===== config.mk =====
export PLATFORM = sky130hd
export DESIGN_NAME = accumulator_top
export DESIGN_NICKNAME = d
export VERILOG_FILES = /design/src/hdl/accum_cfg_pkg.sv /design/src/hdl/accum_ctrl_pkg.sv /design/src/hdl/accum_wr_if.sv /design/src/hdl/accum_addr_gen.sv /design/src/hdl/accum_lane.sv /design/src/hdl/accum_skew.sv /design/src/hdl/accumulator_top.sv
export SDC_FILE = /design/constraint.sdc
export NUM_CORES = 1
export LEC_CHECK = 0
export BUFFER_PORTS_ARGS = -buffer_cell sky130_fd_sc_hd__buf_2
export CAP_MARGIN = 10
export CORE_UTILIZATION = 55
export DETAILED_ROUTE_END_ITERATION = 16
export PLACE_DENSITY_LB_ADDON = 0.08
export SLEW_MARGIN = 25
export SYNTH_ARGS = -nofsm -noshare
export SYNTH_HDL_FRONTEND = slang
export SYNTH_SLANG_ARGS = --single-unit

===== constraint.sdc =====
create_clock -name clk -period 4.9 [get_ports clk]
set_clock_uncertainty 0.15 [all_clocks]
set_input_delay 0.49 -clock clk [delete_from_list [all_inputs] [get_ports clk]]
set_output_delay 0.49 -clock clk [all_outputs]
set_load 0.05 [all_outputs]

===== src/hdl/accum_cfg_pkg.sv =====
package accum_cfg_pkg;

    //////////////////////////////////////////////////////////////////////
    // Data path
    //////////////////////////////////////////////////////////////////////

    // Accumulated word, sums wrap at this width
    localparam int DATA_W = 8;

    typedef logic [DATA_W-1:0] data_t;

    //////////////////////////////////////////////////////////////////////
    // Burst geometry
    //////////////////////////////////////////////////////////////////////

    // K dimension of the multiply, one valid cycle per K step
    localparam int KDIM_W = 8;

    typedef logic [KDIM_W-1:0] kdim_t;

    // Column lanes of the array, also the words per bank
    localparam int DEF_NUM_LANES = 4;

endpackage


===== src/hdl/accum_ctrl_pkg.sv =====
package accum_ctrl_pkg;

    // Burst sequencer phases
    typedef enum logic [1:0] {
        SEQ_IDLE  = 2'd0,
        SEQ_ACCUM = 2'd1,
        // Waiting for the skewed lanes to finish their writes
        SEQ_DRAIN = 2'd2,
        // Bank open to the pooling unit
        SEQ_POOL  = 2'd3
    } seq_state_t;

endpackage


===== src/hdl/accum_wr_if.sv =====
interface accum_wr_if #(
    parameter int ADDR_W = 2
);

    logic              valid;
    logic [ADDR_W-1:0] addr;
    // Overwrite instead of add
    logic              first;
    // 1 selects ping, 0 selects pong
    logic              bank;

    modport src (
        output valid, addr, first, bank
    );

    modport dst (
        input valid, addr, first, bank
    );

endinterface


===== src/hdl/accum_addr_gen.sv =====
module accum_addr_gen
    import accum_cfg_pkg::*;
    import accum_ctrl_pkg::*;
#(
    parameter int NUM_LANES = DEF_NUM_LANES,
    parameter int ADDR_W    = 2
) (
    input  logic           clk,
    input  logic           resetn,
    input  logic           wdata_available,
    input  kdim_t          k_dimension,
    input  logic           buffer_select,
    accum_wr_if.src        cmd,
    output logic           pool_bank,
    output logic           start_pooling,
    output logic           done_pooling
);

    localparam logic [ADDR_W-1:0] LAST_PH = ADDR_W'(NUM_LANES - 1);

    seq_state_t        state;
    kdim_t             wr_cnt;
    kdim_t             burst_k;
    kdim_t             cur_k;
    logic              wr_bank;
    logic              burst_bank;
    logic              burst_last;
    logic [ADDR_W-1:0] ph_cnt;

    // Settings are taken straight from the inputs on the first valid cycle
    assign cur_k      = (wr_cnt == '0) ? k_dimension : burst_k;
    assign burst_bank = (wr_cnt == '0) ? buffer_select : wr_bank;
    assign burst_last = wdata_available && (wr_cnt == kdim_t'(cur_k - 1'b1));

    always_ff @(posedge clk) begin
        if (wdata_available && wr_cnt == '0) begin
            burst_k <= k_dimension;
            wr_bank <= buffer_select;
        end
    end

    //////////////////////////////////////////////////////////////////////
    // Write side
    //////////////////////////////////////////////////////////////////////

    always_ff @(posedge clk) begin
        if (!resetn) begin
            wr_cnt    <= '0;
            cmd.valid <= 1'b0;
        end else begin
            cmd.valid <= wdata_available;
            if (!wdata_available || burst_last)
                wr_cnt <= '0;
            else
                wr_cnt <= wr_cnt + 1'b1;
        end
    end

    // Lane 0 command, address wraps every tile
    always_ff @(posedge clk) begin
        cmd.addr  <= wr_cnt[ADDR_W-1:0];
        cmd.first <= wr_cnt < kdim_t'(NUM_LANES);
        cmd.bank  <= burst_bank;
    end

    //////////////////////////////////////////////////////////////////////
    // Drain and pool phases
    //////////////////////////////////////////////////////////////////////

    always_ff @(posedge clk) begin
        if (!resetn) begin
            state         <= SEQ_IDLE;
            ph_cnt        <= '0;
            pool_bank     <= 1'b0;
            start_pooling <= 1'b0;
            done_pooling  <= 1'b0;
        end else begin
            start_pooling <= 1'b0;
            done_pooling  <= 1'b0;
            if (burst_last)
                pool_bank <= burst_bank;
            case (state)
                SEQ_IDLE: begin
                    if (wdata_available)
                        state <= SEQ_ACCUM;
                end
                SEQ_ACCUM: begin
                    if (burst_last) begin
                        state  <= SEQ_DRAIN;
                        ph_cnt <= '0;
                    end
                end
                SEQ_DRAIN: begin
                    ph_cnt <= ph_cnt + 1'b1;
                    if (ph_cnt == LAST_PH) begin
                        state         <= SEQ_POOL;
                        start_pooling <= 1'b1;
                    end
                end
                SEQ_POOL: begin
                    ph_cnt <= ph_cnt + 1'b1;
                    // A burst into the other bank may already be running
                    if (ph_cnt == LAST_PH) begin
                        done_pooling <= 1'b1;
                        if (burst_last)
                            state <= SEQ_DRAIN;
                        else if (wdata_available)
                            state <= SEQ_ACCUM;
                        else
                            state <= SEQ_IDLE;
                    end
                end
                default: state <= SEQ_IDLE;
            endcase
        end
    end

    a_kdim_legal: assert property (@(posedge clk) disable iff (!resetn)
        wdata_available && wr_cnt == '0 |->
            k_dimension != '0 && k_dimension[ADDR_W-1:0] == '0);

    a_burst_held: assert property (@(posedge clk) disable iff (!resetn)
        wdata_available && !burst_last |=> wdata_available);

    // Pool bank is being read by every lane
    a_no_pool_overwrite: assert property (@(posedge clk) disable iff (!resetn)
        state == SEQ_POOL && wdata_available && wr_cnt == '0 |->
            buffer_select != pool_bank);

endmodule


===== src/hdl/accum_lane.sv =====
module accum_lane
    import accum_cfg_pkg::*;
#(
    parameter int NUM_LANES = DEF_NUM_LANES,
    parameter int ADDR_W    = 2
) (
    input  logic              clk,
    accum_wr_if.dst           cmd,
    input  data_t             wdata,
    input  logic              pool_bank,
    input  logic [ADDR_W-1:0] pool_raddr,
    output data_t             pool_rdata
);

    data_t ping_mem [NUM_LANES];
    data_t pong_mem [NUM_LANES];
    data_t wdata_q;
    data_t stored;
    data_t next_word;

    // Input word lines up with the registered command
    always_ff @(posedge clk) begin
        wdata_q <= wdata;
    end

    //////////////////////////////////////////////////////////////////////
    // Read-modify-write
    //////////////////////////////////////////////////////////////////////

    assign stored    = cmd.bank ? ping_mem[cmd.addr] : pong_mem[cmd.addr];
    assign next_word = cmd.first ? wdata_q : data_t'(wdata_q + stored);

    always_ff @(posedge clk) begin
        if (cmd.valid) begin
            if (cmd.bank)
                ping_mem[cmd.addr] <= next_word;
            else
                pong_mem[cmd.addr] <= next_word;
        end
    end

    //////////////////////////////////////////////////////////////////////
    // Pool read port
    //////////////////////////////////////////////////////////////////////

    always_ff @(posedge clk) begin
        if (pool_bank)
            pool_rdata <= ping_mem[pool_raddr];
        else
            pool_rdata <= pong_mem[pool_raddr];
    end

endmodule


===== src/hdl/accum_skew.sv =====
module accum_skew #(
    parameter int NUM_LANES = 4,
    parameter int ADDR_W    = 2
) (
    input  logic    clk,
    input  logic    resetn,
    accum_wr_if.dst head,
    accum_wr_if.src tails [NUM_LANES-1]
);

    // Record layout is valid, first, bank, addr from the top bit down
    localparam int REC_W = ADDR_W + 3;

    logic [REC_W-1:0] pipe [1:NUM_LANES-1];

    always_ff @(posedge clk) begin
        if (!resetn) begin
            for (int s = 1; s < NUM_LANES; s++)
                pipe[s] <= '0;
        end else begin
            pipe[1] <= {head.valid, head.first, head.bank, head.addr};
            for (int s = 2; s < NUM_LANES; s++)
                pipe[s] <= pipe[s-1];
        end
    end

    // Stage j feeds lane j
    for (genvar j = 1; j < NUM_LANES; j++) begin : g_tap
        assign tails[j-1].valid = pipe[j][REC_W-1];
        assign tails[j-1].first = pipe[j][REC_W-2];
        assign tails[j-1].bank  = pipe[j][REC_W-3];
        assign tails[j-1].addr  = pipe[j][ADDR_W-1:0];
    end

endmodule


===== src/hdl/accumulator_top.sv =====
module accumulator_top
    import accum_cfg_pkg::*;
#(
    parameter int   NUM_LANES = DEF_NUM_LANES,
    localparam int  ADDR_W    = $clog2(NUM_LANES)
) (
    input  logic                              clk,
    input  logic                              resetn,
    input  logic                              wdata_available,
    input  kdim_t                             k_dimension,
    input  logic                              buffer_select,
    input  data_t [NUM_LANES-1:0]             wdata,
    input  logic  [NUM_LANES-1:0][ADDR_W-1:0] pool_raddr,
    output data_t [NUM_LANES-1:0]             pool_rdata,
    output logic                              start_pooling,
    output logic                              done_pooling
);

    logic pool_bank;

    // Lane 0 command, then one delayed copy per remaining lane
    accum_wr_if #(.ADDR_W(ADDR_W)) cmd_head ();
    accum_wr_if #(.ADDR_W(ADDR_W)) cmd_tail [NUM_LANES-1] ();

    accum_addr_gen #(
        .NUM_LANES (NUM_LANES),
        .ADDR_W    (ADDR_W)
    ) addr_gen_i (
        .clk             (clk),
        .resetn          (resetn),
        .wdata_available (wdata_available),
        .k_dimension     (k_dimension),
        .buffer_select   (buffer_select),
        .cmd             (cmd_head.src),
        .pool_bank       (pool_bank),
        .start_pooling   (start_pooling),
        .done_pooling    (done_pooling)
    );

    accum_skew #(
        .NUM_LANES (NUM_LANES),
        .ADDR_W    (ADDR_W)
    ) skew_i (
        .clk    (clk),
        .resetn (resetn),
        .head   (cmd_head.dst),
        .tails  (cmd_tail)
    );

    for (genvar j = 0; j < NUM_LANES; j++) begin : g_lane
        if (j == 0) begin : g_head
            accum_lane #(
                .NUM_LANES (NUM_LANES),
                .ADDR_W    (ADDR_W)
            ) lane_i (
                .clk        (clk),
                .cmd        (cmd_head.dst),
                .wdata      (wdata[j]),
                .pool_bank  (pool_bank),
                .pool_raddr (pool_raddr[j]),
                .pool_rdata (pool_rdata[j])
            );
        end else begin : g_tail
            accum_lane #(
                .NUM_LANES (NUM_LANES),
                .ADDR_W    (ADDR_W)
            ) lane_i (
                .clk        (clk),
                .cmd        (cmd_tail[j-1]),
                .wdata      (wdata[j]),
                .pool_bank  (pool_bank),
                .pool_raddr (pool_raddr[j]),
                .pool_rdata (pool_rdata[j])
            );
        end
    end

endmodule


==> metrics.yaml, run 1 <==
outcome:
  status: "complete, no violations"
placement:
  port-buffer-count: 85
  place_ws_ps: 652.3
  gp_congestion: 0.8226
  post-dp-hpwl_um: 21100
critical_path:
  path_common_cell: "a21o_1"
  crit_type: "reg -> reg"
  slowest_delay_ps: 810
  endpoint_kind: "register"
  cp_slowest_cell: "dfxtp_1"
  cp_max_fo: 11
  worst-r2r-cell-count: 11
  arrival_ps: 4320
  path_cells: "mux4_2 > mux2i_1 > inv_1 > ha_1 > a21o_1 > a21oi_1 > o21bai_1 > a2111oi_0 > o21ai_0 > a21o_1 > xnor2_1"
  required_ps: 4990
  startpoint_type: "register"
sta:
  period_share: 0.8626
  max_freq_mhz: 236.6
  setup_slack_ps: 673.3
  rsz0062_at_grt: "no"
  hold_viol: 0
  max_slew_margin: 0.3021
  maxSlewViolCount: 0
  tightestPinTransition_ps: 1043
  post-route-min-period_ps: 4227
  tns_ps: 0
  setup_viol: 0
synth:
  netlist_instances: 984
  synth_edf_count: 265
  synthFlopType: "edfxtp_1"
  synth.yosys.seq_area_share: 0.6105
  synth_cell_type_count: 53
  yosys_warnings: 0
  syn-num-nets: 1072
  async_flop_share: 0
  netlist_area_sq_um: 16280
  syn_avg_cell_area_sq_um: 16.55
  ys_ff_latch: 364
die:
  die_area_sq_um: 30300
  core_area_sq_um: 28940
  dieHeight_um: 174.1
  fp-row-count: 62
  io_pins: 86
  start_util: 0.5627
  die_w_um: 174.1
drt:
  routed_wl_um: 32400
  drt_iter0_markers: 632
  drt-pass1-iter-count: 5
  routed-via-count: 8866
  drtAntennaViolNets: 0
  avgViaCountPerCell: 5.848
  wl_per_cell_um: 21.37
  drcViolationCount: 0
pwr:
  power_density_nw_per_um2: 376.5
  ir_drop_mv: 0.2787
  p_leak_nw: 6.470
min_path:
  min_path_cells: 1
  hold_class: "in -> reg"
clocking:
  htreeDepth: 2
  clock_path_buffers: 3
  cts.clk_slew.worst_paths_ps: 60
  cts_resized: 0
  tritoncts: "done"
  cts-root-buf: "clkbuf_16"
  numCtsBuffers: 38
  clk_latency_ps: 520
  cts_sinks: 364
global_routing:
  grt_start_max_net_pins: 26
  grt_remaining_overflow: 0
  grt_first_pass_wirelength_um: 50280
  antenna_found_initial: 1
  grt_usage: 0.2197
  grt_pass1_vias: 9007
cells_and_area:
  syn2layout_area_growth_pct: 15.12
  layout.nets: 1190
  drive_above_1_share: 0.3251
  final_cell_mix: "edfxtp_1, mux4_2, dfxtp_1"
  final_common_cell: "edfxtp_1"
  antenna_cells: 0
job:
  drv_cap: 0
[logic make-up (layout without fill, tap and decap cells)]
kind of cell    Yosys count  after routing  synth area share
fa+ha+maj                36             36           0.02951
xor+xnor                 40             40           0.02152
compound gates           98             98           0.03781
mux                     202            202            0.2275
simple gates            164            164           0.05364
buf+inv                  80            228           0.01960
flops                   364            364            0.6105
[synth_stat cells (3+ instances only)]
cell type    n  area (sq um)
clkbuf_1    30         112.6
mux2i_1     10         100.1
o21bai_1     8         60.06
or3_1        8         50.05
edfxtp_1   265          7958
nor2_1      38         142.6
mux2_2      64         720.7
inv_1       29         108.9
buf_2        3         15.01
nand3_1     11         55.05
o21ai_0     35         175.2
xor2_1      19         166.4
a2111oi_0    4         35.03
xnor2_1     21         183.9
ha_1        32         400.4
a21oi_1     19         95.09
nand3b_1     3         22.52
nor3_1      14         70.07
and2_1      16         100.1
mux4_2     128          2883
nand2b_1    16         100.1
o21ai_1      3         15.01
dfxtp_1     99          1982
fa_1         4         80.08
buf_1       16         60.06
nand2_1     40         150.1
a21o_1      12         90.09
[sequential cells by signal, indices dropped and copies added, names as in the netlist]
register,count
addr_gen_i.burst_k,8
addr_gen_i.cmd.addr,2
addr_gen_i.cmd.bank,1
addr_gen_i.cmd.first,1
addr_gen_i.cmd.valid,1
addr_gen_i.done_pooling,1
addr_gen_i.ph_cnt,2
addr_gen_i.pool_bank,1
addr_gen_i.start_pooling,1
addr_gen_i.state,2
addr_gen_i.wr_bank,1
addr_gen_i.wr_cnt,8
g_lane.g_head.lane_i.ping_mem,32
g_lane.g_head.lane_i.pong_mem,32
g_lane.g_head.lane_i.pool_rdata,8
g_lane.g_head.lane_i.wdata_q,8
g_lane.g_tail.lane_i.ping_mem,96
g_lane.g_tail.lane_i.pong_mem,96
g_lane.g_tail.lane_i.pool_rdata,24
g_lane.g_tail.lane_i.wdata_q,24
skew_i.pipe,15
[metrics by stage]
step / cell area (sq um) / total power [mW] / cells / hold WS, ps / utilization
2_1_floorplan: 16280 / 3.988 / 984 / 259.6 / -
3_3_place_gp: 17110 / 4.143 / 1414 / 301.7 / 0.5913
3_5_place_dp: 17110 / 4.154 / 1414 / 292.2 / 0.5913
4_1_cts: 18740 / 7.120 / 1516 / 5.917 / 0.6477
5_1_grt: 18740 / 7.295 / 1516 / 6.078 / 0.6478
6_report: 18740 / 7.057 / 1516 / 27.96 / 0.6478
[critical path: cells and delay by family (launching register included)]
kind | cells | cell delay [ps]
compound gates | 6 | 1380
xor+xnor | 1 | 440
fa+ha+maj | 1 | 270
buf+inv | 1 | 70
flops | 1 | 810
mux | 2 | 830
[worst paths after layout]
| check | from | end | slack (ps) |
|---|---|---|---|
| setup / recovery | skew_i.pipe[0][5] | g_lane[1].g_tail.lane_i.ping_mem[3][7] | 670 |
| hold / removal | k_dimension[7] | addr_gen_i.burst_k[7] | 30 |
| setup reg to reg | skew_i.pipe[0][5] | g_lane[1].g_tail.lane_i.ping_mem[3][7] | 670 |
| hold reg to reg | addr_gen_i.state[0] | addr_gen_i.start_pooling | 320 |
[final cells by class]
class / instances / area [sq um]
clock buffers: 55 / 1139
clock inverters: 15 / 173.9
fillers: 2045 / 10190
inverters: 29 / 108.9
multi-input cells: 540 / 6066
flip-flops and latches: 364 / 9941
well taps: 384 / 480.5
repair buffers: 129 / 835.8
[per-layer routing]
metal	routed length, um	part of all wire	GRT usage	vias up
met1	14650	0.45	0.3133	4496
met3	1687	0.052	0.03762	48
met4	561	0.017	0.05665	2
met2	15480	0.48	0.3538	202
li1	-	-	-	4118
met5	13	0.00040	0	-
[timing repair]
item | in CTS | in global routing
setup buffers | 0 | 0
hold endpoints to repair | 32 | 0
hold buffers | 32 | 0
[power by group]
part | total (mW) | switching [mW] | internal (mW) | leakage (nW)
registers | 3.48 | 0.0506 | 3.43 | 3.22
logic | 0.626 | 0.355 | 0.270 | 2.61
clock network | 2.95 | 1.13 | 1.82 | 0.638
total | 7.06 | 1.53 | 5.52 | 6.47
(Power assumes the default switching activity.)
==> inputs of run 2 (changes only) <==
==> constraint.sdc (replaced) <==
create_clock -name clk -period 4.9 [get_ports clk]
set_clock_uncertainty 0.15 [all_clocks]
set_input_delay 0.735 -clock clk [delete_from_list [all_inputs] [get_ports clk]]
set_output_delay 0.735 -clock clk [all_outputs]
set_load 0.1 [all_outputs]
==> run 2 against run 1 <==
  * Cell count shrank 2.1%
  * Sequential share of layout area up 0.92 points
  * Routed wire length decreased by 1.0%
  * Count of clock-buffer cells in the layout did not move
  * Core utilization decreased by 1.1 points
  * Combinational power up 6.9%
  * Sequential power about the same
  * Flip-flop and latch count did not move
  * Critical endpoint is now g_lane[1].g_tail.lane_i.ping_mem[0][7]
  * Largest power group unchanged
==> metrics.yaml, run 2 (same netlist as run 1, synthesis figures left out) <==
outcome:
  status: "complete, no violations"
drt:
  drtAntennaViolNets: 0  # unchanged
  drcViolationCount: 0  # unchanged
  routed_wl_um: 32060  # -1.0%
  drt_iter0_markers: 679  # +7.4%
  wl_per_cell_um: 21.60  # +1.1%
  routed-via-count: 8807  # -0.67%
  drt-pass1-iter-count: 5  # unchanged
  avgViaCountPerCell: 5.935  # +1.5%
critical_path:
  arrival_ps: 4320  # about the same
  startpoint_type: "register"
  cp_max_fo: 11  # unchanged
  endpoint_kind: "register"
  required_ps: 5000  # about the same
  reg2reg_slack_ps: 670  # about the same
  crit_type: "reg -> reg"
cells_and_area:
  fin_util: 0.6367  # -0.01107
  layout.nets: 1158  # -2.7%
  top_regs: "g_lane.g_tail.lane_i.ping_mem: 96 flops, g_lane.g_tail.lane_i.pong_mem: 96 flops"
  syn2layout_area_growth_pct: 13.16
  design_area_sq_um: 18420  # -1.7%
  drive_above_1_share: 0.3345  # +0.009457
  fin_cells: 1484  # -2.1%
  antenna_cells: 0  # unchanged
  final_common_cell: "edfxtp_1"
  final_cell_mix: "edfxtp_1, mux4_2, dfxtp_1"
pwr:
  ir_drop_mv: 0.2788  # about the same
  p_leak_nw: 6.336  # -2.1%
  power_density_nw_per_um2: 385.2  # +2.3%
  power.total_mw: 7.096  # +0.56%
clocking:
  tritoncts: "done"
  cts.clk_slew.worst_paths_ps: 60  # about the same
  clk_latency_ps: 520  # about the same
  cts-root-buf: "clkbuf_16"
  htreeDepth: 2  # unchanged
  postCtsSetupBuffers: 0  # unchanged
  numCtsBuffers: 38  # unchanged
  clock_path_buffers: 3  # unchanged
  holdBufCountCts: 0  # -100%
  cts_sinks: 364  # unchanged
  cts_resized: 0  # unchanged
sta:
  post-route-min-period_ps: 4226  # -1.201 ps
  tns_ps: 0  # unchanged
  maxSlewViolCount: 0  # unchanged
  hold_slack_ps: 159.3  # +131.4 ps
  tightestPinTransition_ps: 1042  # -1.291 ps
  max_freq_mhz: 236.7  # about the same
  setup_viol: 0  # unchanged
  max_slew_margin: 0.3030  # +0.0008640
  rsz0062_at_grt: "no"
  hold_viol: 0  # unchanged
  period_share: 0.8624  # about the same
  setup_slack_ps: 674.5  # +1.201 ps
die:
  core_area_sq_um: 28940  # unchanged
  io_pins: 86  # unchanged
  start_util: 0.5627  # unchanged
  dieHeight_um: 174.1  # unchanged
  die_area_sq_um: 30300  # unchanged
  fp-row-count: 62  # unchanged
  die_w_um: 174.1  # unchanged
global_routing:
  grt_pass1_vias: 8895  # -1.2%
  grt_first_pass_wirelength_um: 49930  # -0.70%
  grt_usage: 0.2183  # -0.001417
  grt_start_max_net_pins: 26  # unchanged
  grt_remaining_overflow: 0  # unchanged
  antenna_found_initial: 1  # unchanged
placement:
  post-dp-hpwl_um: 21100  # unchanged
  gp_congestion: 0.8226  # unchanged
  place_ws_ps: 652.3  # unchanged
  place_inst: 1414  # unchanged
  port-buffer-count: 85  # unchanged
  dpl_cell_area_sq_um: 17110  # unchanged
min_path:
  hold_class: "in -> reg"
job:
  drv_cap: 0  # unchanged
-- run 2: cell type report --
| type | instances | area [sq um] |
|---|---|---|
| inverter | 29 | 108.9 |
| tap | 384 | 480.5 |
| clock buffer | 55 | 1139 |
| sequential | 364 | 9941 |
| multi-input combinational | 540 | 6066 |
| fill | 2084 | 10510 |
| clock inverter | 15 | 173.9 |
| timing repair buffer | 97 | 515.5 |
-- run 2: per-layer routing --
| layer | GRT usage | part of all wire | vias to the layer above |
|---|---|---|---|
| met5 | 0 | 0.00041 | - |
| met2 | 0.3498 | 0.48 | 221 |
| met4 | 0.05665 | 0.017 | 2 |
| li1 | - | - | 4055 |
| met3 | 0.03762 | 0.056 | 48 |
| met1 | 0.3125 | 0.45 | 4481 |
-- run 2: final timing paths --
check,start,endpoint,depth (start not counted)
min,wdata[16],g_lane[2].g_tail.lane_i.wdata_q[0],1
max,skew_i.pipe[0][5],g_lane[1].g_tail.lane_i.ping_mem[0][7],11
max reg2reg,skew_i.pipe[0][5],g_lane[1].g_tail.lane_i.ping_mem[0][7],11
min reg2reg,addr_gen_i.state[0],addr_gen_i.start_pooling,1
-- run 2: where the power goes --
group	switching (mW)	internal (mW)	total, mW
combinational	0.415	0.254	0.669
clock	1.12	1.82	2.95
sequential	0.0506	3.43	3.48
-- run 2: critical path: stages (launching register included) --
cell,delay [ps]
dfxtp_1,820
mux4_2,600
mux2i_1,230
inv_1,80
ha_1,270
a21o_1,170
a21oi_1,220
o21bai_1,110
a2111oi_0,500
o21ai_0,170
a21o_1,210
xnor2_1,430
